===== config.mk =====
export PLATFORM = sky130hd
export DESIGN_NAME = wbp_to_classic_flat
export DESIGN_NICKNAME = d
export VERILOG_FILES = /design/src/rtl/wbc_pkg.sv /design/src/rtl/wbc_classic_if.sv /design/src/rtl/wbp_to_classic.sv /design/src/flat_wrapper.sv
export SDC_FILE = /design/constraint.sdc
export NUM_CORES = 1
export LEC_CHECK = 0
export ABC_CLOCK_PERIOD_IN_PS = 800
export BUFFER_PORTS_ARGS = -buffer_cell sky130_fd_sc_hd__buf_2
export CELL_PAD_IN_SITES_DETAIL_PLACEMENT = 1
export CELL_PAD_IN_SITES_GLOBAL_PLACEMENT = 1
export CORE_AREA = 4 4 91 93
export DETAILED_ROUTE_END_ITERATION = 16
export DIE_AREA = 0 0 95 97
export GPL_TIMING_DRIVEN = 0
export PLACE_DENSITY = 0.78
export SLEW_MARGIN = 5
export SYNTH_ARGS = -nofsm -noshare
export SYNTH_HDL_FRONTEND = slang
export SYNTH_SLANG_ARGS = --single-unit

===== constraint.sdc =====
create_clock -name i_clk -period 0.8 [get_ports i_clk]
set_input_delay 0.2 -clock i_clk [delete_from_list [all_inputs] [get_ports i_clk]]
set_output_delay 0.2 -clock i_clk [all_outputs]
set_load 0.03 [all_outputs]

===== src/rtl/wbc_pkg.sv =====
// Shared widths, types and constants of the Wishbone classic subsystem
// Imported by the bridge, the wait-state timer, the memory and the bus interface
package wbc_pkg;

	////////////////////////////////////////////////////////////
	// Bus widths
	////////////////////////////////////////////////////////////

	// Word address width
	localparam int ADDR_W = 12;
	// Data bus width
	localparam int DATA_W = 32;
	// One select bit per byte lane
	localparam int SEL_W = DATA_W / 8;

	typedef logic [ADDR_W-1:0] wb_addr_t;
	typedef logic [DATA_W-1:0] wb_data_t;
	typedef logic [SEL_W-1:0]  wb_sel_t;

	////////////////////////////////////////////////////////////
	// Memory slave
	////////////////////////////////////////////////////////////

	// Words held by the memory; higher addresses answer with err
	localparam int RAM_DEPTH = 256;
	// Index bits needed to reach every word
	localparam int RAM_AW = $clog2(RAM_DEPTH);
	typedef logic [RAM_AW-1:0] ram_idx_t;

	// Wait states before the memory may acknowledge
	localparam int RAM_WAIT = 2;
	// Counter width that can hold the terminal count
	localparam int WAIT_W = $clog2(RAM_WAIT + 1);
	typedef logic [WAIT_W-1:0] wait_cnt_t;

	////////////////////////////////////////////////////////////
	// Bridge FSM
	////////////////////////////////////////////////////////////

	// IDLE        no classic cycle yet for the current request
	// WAIT_SLAVE  classic strobe out, slave has not answered
	// RETURNED    answer registered, request taken this cycle
	typedef enum logic [1:0] {
		IDLE,
		WAIT_SLAVE,
		RETURNED
	} bridge_state_t;

endpackage

===== src/rtl/wbc_classic_if.sv =====
// Classic-cycle Wishbone bus between the bridge, the wait-state timer and the memory
// The bridge takes bus_master, the memory bus_slave and the timer its own modport
interface wbc_classic_if;
	import wbc_pkg::*;

	// Request side from the bridge
	logic     cyc;
	logic     stb;
	logic     we;
	wb_addr_t addr;
	wb_data_t wdata;
	wb_sel_t  sel;

	// Answer side from the memory
	wb_data_t rdata;
	logic     ack;
	logic     err;

	// Terminal count reached by the timer
	logic     wait_done;

	modport bus_master (
		output cyc, stb, we, addr, wdata, sel,
		input  rdata, ack, err
	);

	modport bus_slave (
		input  cyc, stb, we, addr, wdata, sel, wait_done,
		output rdata, ack, err
	);

	// Timer only watches the strobe and the answer
	modport timer (
		input  cyc, stb, ack, err,
		output wait_done
	);

endinterface


===== src/rtl/wbp_to_classic.sv =====
// Bridge from a pipelined Wishbone master to a classic-cycle slave
// Holds the master stalled until the slave answers, one request in flight
module wbp_to_classic (
	input  logic               i_clk,
	input  logic               i_reset,
	// Pipelined side
	input  logic               i_cyc,
	input  logic               i_stb,
	input  logic               i_we,
	input  wbc_pkg::wb_addr_t  i_addr,
	input  wbc_pkg::wb_data_t  i_data,
	input  wbc_pkg::wb_sel_t   i_sel,
	output logic               o_stall,
	output logic               o_ack,
	output logic               o_err,
	output wbc_pkg::wb_data_t  o_data,
	// Classic side
	wbc_classic_if.bus_master  bus
);
	import wbc_pkg::*;

	bridge_state_t state;
	logic          answered;

	// Slave answered in this cycle
	assign answered = bus.ack || bus.err;

	////////////////////////////////////////////////////////////
	// Classic request
	////////////////////////////////////////////////////////////

	// Request fields pass straight through
	assign bus.cyc   = i_cyc;
	assign bus.we    = i_we;
	assign bus.addr  = i_addr;
	assign bus.wdata = i_data;
	assign bus.sel   = i_sel;
	// No strobe in RETURNED so each request makes one classic cycle
	assign bus.stb   = i_stb && (state != RETURNED);

	// Request is taken only once its answer is back
	assign o_stall = (state != RETURNED);

	////////////////////////////////////////////////////////////
	// FSM
	////////////////////////////////////////////////////////////

	always_ff @(posedge i_clk)
	begin
		if (i_reset)
			state <= IDLE;
		else
		begin
			case (state)
				IDLE:
				begin
					// Error from the memory comes in the first strobe cycle
					if (answered)
						state <= RETURNED;
					else if (i_stb)
						state <= WAIT_SLAVE;
				end
				WAIT_SLAVE:
				begin
					if (answered)
						state <= RETURNED;
				end
				default:
					state <= IDLE;
			endcase
		end
	end

	// Answer back to the master one cycle late
	always_ff @(posedge i_clk)
	begin
		if (i_reset)
		begin
			o_ack <= 1'b0;
			o_err <= 1'b0;
		end
		else
		begin
			o_ack <= i_cyc && bus.ack;
			o_err <= i_cyc && bus.err;
		end
	end

	// Read data captured with the acknowledge
	always_ff @(posedge i_clk)
	begin
		if (bus.ack)
			o_data <= bus.rdata;
	end

	// Slave never answers ack and err together
	a_ack_err_excl: assert property (@(posedge i_clk) disable iff (i_reset)
		!(o_ack && o_err));

	// Slave sees no strobe in RETURNED and so gives no second answer
	a_returned: assert property (@(posedge i_clk) disable iff (i_reset)
		(state == RETURNED) |-> !answered);

endmodule


===== src/flat_wrapper.sv =====
// flat-port wrapper written by rule: the top's interface ports become plain ports
module wbp_to_classic_flat import wbc_pkg::*;
  (i_clk, i_reset, i_cyc, i_stb, i_we, i_addr, i_data, i_sel, o_stall, o_ack, o_err, o_data, bus_cyc, bus_stb, bus_we, bus_addr, bus_wdata, bus_sel, bus_rdata, bus_ack, bus_err);
  wbc_classic_if bus_i ();
  input  logic i_clk;
  input  logic i_reset;
  input  logic i_cyc;
  input  logic i_stb;
  input  logic i_we;
  input  wbc_pkg::wb_addr_t i_addr;
  input  wbc_pkg::wb_data_t i_data;
  input  wbc_pkg::wb_sel_t i_sel;
  output logic o_stall;
  output logic o_ack;
  output logic o_err;
  output wbc_pkg::wb_data_t o_data;
  output wire logic [$bits(bus_i.cyc)-1:0] bus_cyc;
  output wire logic [$bits(bus_i.stb)-1:0] bus_stb;
  output wire logic [$bits(bus_i.we)-1:0] bus_we;
  output wire logic [$bits(bus_i.addr)-1:0] bus_addr;
  output wire logic [$bits(bus_i.wdata)-1:0] bus_wdata;
  output wire logic [$bits(bus_i.sel)-1:0] bus_sel;
  input wire logic [$bits(bus_i.rdata)-1:0] bus_rdata;
  input wire logic [$bits(bus_i.ack)-1:0] bus_ack;
  input wire logic [$bits(bus_i.err)-1:0] bus_err;
  assign bus_cyc = bus_i.cyc;
  assign bus_stb = bus_i.stb;
  assign bus_we = bus_i.we;
  assign bus_addr = bus_i.addr;
  assign bus_wdata = bus_i.wdata;
  assign bus_sel = bus_i.sel;
  assign bus_i.rdata = bus_rdata;
  assign bus_i.ack = bus_ack;
  assign bus_i.err = bus_err;
  wbp_to_classic u_core (.i_clk(i_clk), .i_reset(i_reset), .i_cyc(i_cyc), .i_stb(i_stb), .i_we(i_we), .i_addr(i_addr), .i_data(i_data), .i_sel(i_sel), .o_stall(o_stall), .o_ack(o_ack), .o_err(o_err), .o_data(o_data), .bus(bus_i));
endmodule

==> Word-level counts from Yosys, hierarchy flattened <==
Index checks and enable logic that the tools add are counted.
{ "op_classes": {"eq_ne": 4, "n_reduce_logical": 6, "n_mux": 4} }
{ "ops": {"columns": ["op", "count"], "rows": [
  ["2-bit two-way mux", 3],
  ["2-bit case mux with 2 select lines", 1],
  ["1-bit logical AND", 3],
  ["3-bit by 2-bit inequality test with 1-bit output, second input constant", 1],
  ["2-bit by 1-bit equality test with 1-bit output, second input constant", 1],
  ["2-bit zero test", 1],
  ["2-bit by 1-bit inequality test with 1-bit output, second input constant", 1],
  ["2-bit inequality test, second input constant", 1],
  ["2-bit AND reduction", 1],
  ["1-bit logical OR", 1]
]} }
{ "totals": {"register_bits": 36, "wordCells": 18, "input_bits": 87, "output_inout_bits": 86} }

==> Depth between registers and ports, before layout <==
Gate-level depths: netlist of the first run.
{ "logic_depth": {"word_depth": 3, "mapped_depth": 2, "depth_no_buf": 2} }

==> Worst setup path before layout of the first run <==
OpenSTA, ideal clock, no wires.
{ "synth_path": {"path_type": "reg-to-output", "startpoint": "register u_core.state[0]", "endpoint": "output bus_stb", "path_buffers": 0, "t_required_ps": 600, "arrival_ps": 947, "path_slack_ps": -347, "path_stages_with_launch": 3, "path_cell_list": "dfxtp_1 -> nand2b_1 -> and2_1"} }
{ "synth_via": {"elab_chain_len": 2} }
{ "synth_lines": {"columns": ["item", "line", "source"], "rows": [
  ["start: declaration", "wbp_to_classic.sv:22", "bridge_state_t state;"],
  ["start signal: assignment", "wbp_to_classic.sv:51", "state <= IDLE;"],
  ["start signal: assignment", "wbp_to_classic.sv:59", "state <= RETURNED;"],
  ["start signal: assignment", "wbp_to_classic.sv:61", "state <= WAIT_SLAVE;"],
  ["2-bit inequality test", null, null],
  ["named net o_stall", "flat_wrapper.sv:13", "output logic o_stall;"],
  ["1-bit logical AND", "wbp_to_classic.sv:39", "assign bus.stb = i_stb && (state != RETURNED);"],
  ["end: declaration", "flat_wrapper.sv:18", "output wire logic [$bits(bus_i.stb)-1:0] bus_stb;"]
]} }
The timed path passes the listed nets, and every way through them passes these cells.

==> Worst setup path after layout of the first run <==
{ "layout_path": {"startpoint": "register u_core.state[0]", "endpoint": "output bus_stb"} }
{ "layout_via": {"elab_chain_len": 2} }
{ "layout_lines": {"columns": ["item", "line"], "rows": [
  ["2-bit inequality test", "wbp_to_classic.sv:39"],
  ["1-bit logical AND", "wbp_to_classic.sv:39"]
]} }
No other way between the ends.

==> results of run 1 <==
-- logic make-up (layout without fill, tap and decap cells) --
family,Yosys count,after routing,synth area share
and+or+nand+nor,8,8,0.03905
DFF,36,36,0.7063
buffers and inverters,50,181,0.2547
-- routing by layer --
layer | GRT usage | vias up
li1 | - | 528
met1 | 0.06189 | 493
met2 | 0.1621 | 108
met3 | 0.02955 | 4
met4 | 0.02664 | 0
met5 | 0 | -
-- synth_stat cells --
library cell	instances	area [µm²]
buf_4	50	375.4
edfxtp_1	32	960.9
dfxtp_1	4	80.08
and3b_1	2	17.52
nor2_1	2	7.510
and2_1	1	6.260
nand2b_1	1	6.260
nor3_1	1	5.000
nor4b_2	1	15.01
-- through the flow --
stage          worst slack (ns)  TNS [ns]  power (mW)  instances    util
2_1_floorplan          -0.07170  -0.07170       3.073         94       -
3_3_place_gp            -0.3708    -11.59       3.424        319  0.2962
3_5_place_dp            -0.4552    -13.18       3.456        319  0.2962
4_1_cts                 -0.4072    -8.211       4.922        327  0.3388
5_1_grt                 -0.4311    -9.071       5.048        327  0.3388
6_report                -0.3856    -7.721       4.851        327  0.3388
-- final cells by class --
cell class | count | area, µm²
multi-input combinational | 8 | 67.56
clock inverter | 1 | 3.754
timing repair buffer | 123 | 843.3
sequential | 36 | 1046
clock buffer | 7 | 86.33
tap | 102 | 127.6
fill | 887 | 4977
buffer | 50 | 375.4
-- power by group through the flow --
stage / Combinational, mW / Clock, mW / Sequential (mW)
3_5_place_dp: 1.17 / 0 / 2.28
4_1_cts: 1.34 / 1.31 / 2.28
2_1_floorplan: 0.508 / 0 / 2.57
5_1_grt: 1.39 / 1.37 / 2.29
6_report: 1.33 / 1.24 / 2.28
3_3_place_gp: 1.15 / 0 / 2.27
-- final timing paths --
path / from / to / slack [ns] / cells after the start
max: u_core.state[0] / bus_stb / -0.39 / 3
min: bus_rdata[19] / u_core.o_data[19] / 0.1 / 1
max reg2reg: u_core.state[1] / u_core.state[0] / 0.09 / 1
min reg2reg: u_core.state[1] / u_core.state[0] / 0.47 / 1
-- registers in the layout (all words and copies together) (netlist names) --
| register | cells |
|---|---|
| u_core.o_data | 32 |
| u_core.o_ack | 1 |
| u_core.o_err | 1 |
| u_core.state | 2 |
-- timing repair --
action | 4_1_cts | 5_1_grt
gates cloned | 0 | 0
setup endpoints to repair | 72 | 36
gates resized for setup | 75 | 0
hold buffers | 0 | 0
==> results.toml, run 1 <==
[timing]
whs_ns = 0.09750
setup_violations = 36
fin_crit_sh = 1.482
worst_pin_slew_ns = 0.4049
fmax_ghz = 0.8435
rsz0062_at_grt = "true"
final_hold_viol_count = 0
fin_ws_ns = -0.3856
finalWorstPathRequiredPeriod_ns = 1.186
slew_headroom = 0.7301
finalClockSkew_ns = 0.00008313
drv_slew = 0

[clock_tree]
post_cts_buffers = 0
path_clk_slew_ns = 0.06
cts_root_buf = "clkbuf_8"
cts_max_level = 2
numClockSinks = 36
cts_buffers = 5
tritoncts = "built"
cts_buffer_depth = 2
worstSkewPairLatency_ns = 0.27

[logic_synthesis]
yosys_register_bits = 36
syn_area_per_cell_um2 = 15.68
synthCells = 94
synth_cell_types = 9
synth_warnings = 0
syn_nets = 181
ys_seq_area_frac = 0.7063
synthesis.area_um2 = 1474

[pwr]
combPwrFrac = 0.274
internal_power_mw = 3.467
power_switching_mw = 1.384
p_leak_nw = 1.224
clock_power_share = 0.257
powerDensity_nw_per_um2 = 1902
ir_drop_uv = 561.0
p_sw_frac = 0.2853
pwr-share-seq = 0.470

[worst_hold_path]
hp-class = "in2reg"

[floorplan]
io_pins = 173
die_y_um = 97
die_w_um = 95
design.core.area_um2 = 7527
die-area_um2 = 9215
start_util = 0.1958
row_count = 32

[place]
hpwl_um = 3322
gp_congestion = 0.5632
port_buffers = 123
dpl_cell_area_um2 = 2230

[drt]
finalWirelength_um = 4136
avgRoutedWirePerCell_um = 12.65
postRouteAntennaNets = 0
wl_met2_um = 2258
vias = 1133
highest_layer = "met4"
viasPerCell = 3.465
routedLengthMet1_um = 1244
wl_met3_um = 613
route.detailed.drc = 0
drt_pass1_iterations = 2
drt_iter0_drc = 17

[setup_path]
cp_top_family = "flip-flops"
crit_buf_inv = 1
crit_path_max_fanout = 2
path_class = "reg2out"
critical-path-max-stage-delay_ns = 0.32
cp_slowest_cell = "dfxtp_2"
start_kind = "flop"
required_ns = 0.60
arrival_ns = 0.99
worst_setup_path_end_kind = "primary output"
path_cells = "nand2b_4, and2_4, buf_6"

[outcome]
violations = "setup timing"
status = "complete, but fails checks"

[layout]
mostFrequentLayoutCells = "buf_2, buf_4, buf_6"
finalNetCount = 311
final_area_um2 = 2550
area_growth_syn_to_layout_pct = 73.01
num_antenna_cells = 0
drive_gt1_frac = 0.8267
mostFrequentLayoutCell = "buf_2"

[global_routing]
grt_pass1_vias = 1242
grt_max_degree = 35
grt_antenna_before_repair = 0
grt.total_usage = 0.07807
grt_pass1_wl_um = 5630
grt-ovfl-total = 0

[job]
maxCapViolCount = 0
Power figures use the tool's default switching activity.
==> inputs of run 2 (changes only) <==
==> constraint.sdc (replaced) <==
create_clock -name i_clk -period 0.8 [get_ports i_clk]
set_input_delay 0.2 -clock i_clk [delete_from_list [all_inputs] [get_ports i_clk]]
set_output_delay 0.2 -clock i_clk [all_outputs]
set_load 0.02 [all_outputs]
==> run 2 against run 1 <==
The flow still finishes with violations (setup timing). Combinational power fell by 20%. Clock-buffer cell count did not move. Sequential power barely moved.
==> results.toml, run 2 (synthesized netlist as in run 1, its figures left out) <==
[layout]
mostFrequentLayoutCells = "buf_2, buf_4, edfxtp_1"
area_growth_syn_to_layout_pct = 67.91
drive_gt1_frac = 0.8267
utilization = 0.3288
reg_top3 = "u_core.o_data x32, u_core.state x2"
largest_reg_flops = 32
mostFrequentLayoutCell = "buf_2"
top_register = "u_core.o_data"
finalNetCount = 311
n_fill_cell = 900
num_antenna_cells = 0

[drt]
drt_iter0_drc = 21
avgRoutedWirePerCell_um = 12.09
postRouteAntennaNets = 0
route.detailed.drc = 0
vias = 1122
finalWirelength_um = 3955
drt_pass1_iterations = 3
viasPerCell = 3.431

[pwr]
powerDensity_nw_per_um2 = 1843
ir_drop_uv = 561.5
p_leak_nw = 1.198

[setup_path]
crit_path_max_fanout = 2
arrival_ns = 0.98
required_ns = 0.60
worst_setup_path_end_kind = "primary output"
path_class = "reg2out"
start_kind = "flop"

[floorplan]
die_w_um = 95
design.core.area_um2 = 7527
start_util = 0.1958
io_pins = 173
die-area_um2 = 9215
die_y_um = 97
row_count = 32

[clock_tree]
path_clk_slew_ns = 0.06
cts_buffers = 5
tritoncts = "built"
worstSkewPairLatency_ns = 0.27
hold_buffers = 0
cts_buffer_depth = 2
numClockSinks = 36
cts_max_level = 2
cts_root_buf = "clkbuf_8"

[global_routing]
grt_pass1_wl_um = 5119
grt.total_usage = 0.07065
grt_antenna_before_repair = 0
grt_max_degree = 35
grt_pass1_vias = 1188
grt-ovfl-total = 0

[timing]
rsz0062_at_grt = "true"
fin_crit_sh = 1.472
slew_headroom = 0.7277
finalClockSkew_ns = 0.00009123
setup_tns_ns = -7.251
setup_violations = 36
fmax_ghz = 0.8490
finalWorstPathRequiredPeriod_ns = 1.178
final_hold_viol_count = 0
drv_slew = 0
worst_pin_slew_ns = 0.4084
fin_ws_ns = -0.3779

[worst_hold_path]
hp-class = "in2reg"

[place]
hpwl_um = 3322
port_buffers = 123
gp_congestion = 0.5632

[outcome]
status = "complete, but fails checks"
violations = "setup timing"

[job]
maxCapViolCount = 0
## run 2: changes by cell type in the layout (fill, tap and decap cells not counted)
| cell | previous run | this run |
|---|---|---|
| buf_6 | 36 | 24 |
| buf_2 | 86 | 98 |
## run 2: worst paths after layout
| kind | slack [ns] | depth (start not counted) | to | start |
|---|---|---|---|---|
| min | 0.1 | 1 | u_core.o_data[19] | bus_rdata[19] |
| max | -0.38 | 3 | bus_stb | u_core.state[0] |
| max reg2reg | 0.09 | 1 | u_core.state[0] | u_core.state[1] |
| min reg2reg | 0.47 | 1 | u_core.state[1] | u_core.state[1] |
## run 2: power breakdown
part           internal [mW]  total [mW]  switching [mW]
sequential              2.21        2.26          0.0576
combinational          0.513        1.06           0.544
clock                  0.688        1.24           0.551
## run 2: layout make-up
| class | instances | area (µm²) | share of cell area |
|---|---|---|---|
| repair buffers | 123 | 768.2 | 0.3104 |
| flip-flops and latches | 36 | 1046 | 0.4226 |
| well taps | 102 | 127.6 | 0.05157 |
| clock inverters | 1 | 3.754 | 0.001517 |
| clock buffers | 7 | 86.33 | 0.03488 |
| multi-input cells | 8 | 67.56 | 0.02730 |
| plain buffers | 50 | 375.4 | 0.1517 |
## run 2: worst max-delay path: stages, from the launching register on
cell and delay (ns):
dfxtp_2 0.32, nand2b_4 0.13, and2_4 0.13, buf_6 0.12
## run 2: layer usage
layer | part of all wire | vias up | global-route usage | wire [µm]
met4 | 0.0035 | 0 | 0.02664 | 14
met2 | 0.53 | 110 | 0.1437 | 2110
met5 | 0 | - | 0 | 0
met1 | 0.30 | 482 | 0.05688 | 1178
li1 | - | 528 | - | -
met3 | 0.16 | 2 | 0.02799 | 651
## run 2: what timing repair did
| action | CTS | global route |
|---|---|---|
| resized for setup | 15 | 36 |
| setup buffers | 0 | 0 |
| setup endpoints to repair | 71 | 37 |
## run 2: metrics by stage
stage                     power (mW)  setup slack (ns)  instances  hold slack (ns)  instance area [µm²]
after detailed placement       3.247           -0.4552        319           0.3784                 2230
final                          4.560           -0.3779        327          0.09809                 2475
after CTS                      4.546           -0.3996        327          0.08284                 2362
after global routing           4.770           -0.4236        327          0.08257                 2475
after floorplan                2.862          -0.02138         94           0.2667                 1486
after global placement         3.215           -0.3708        319           0.3775                 2230
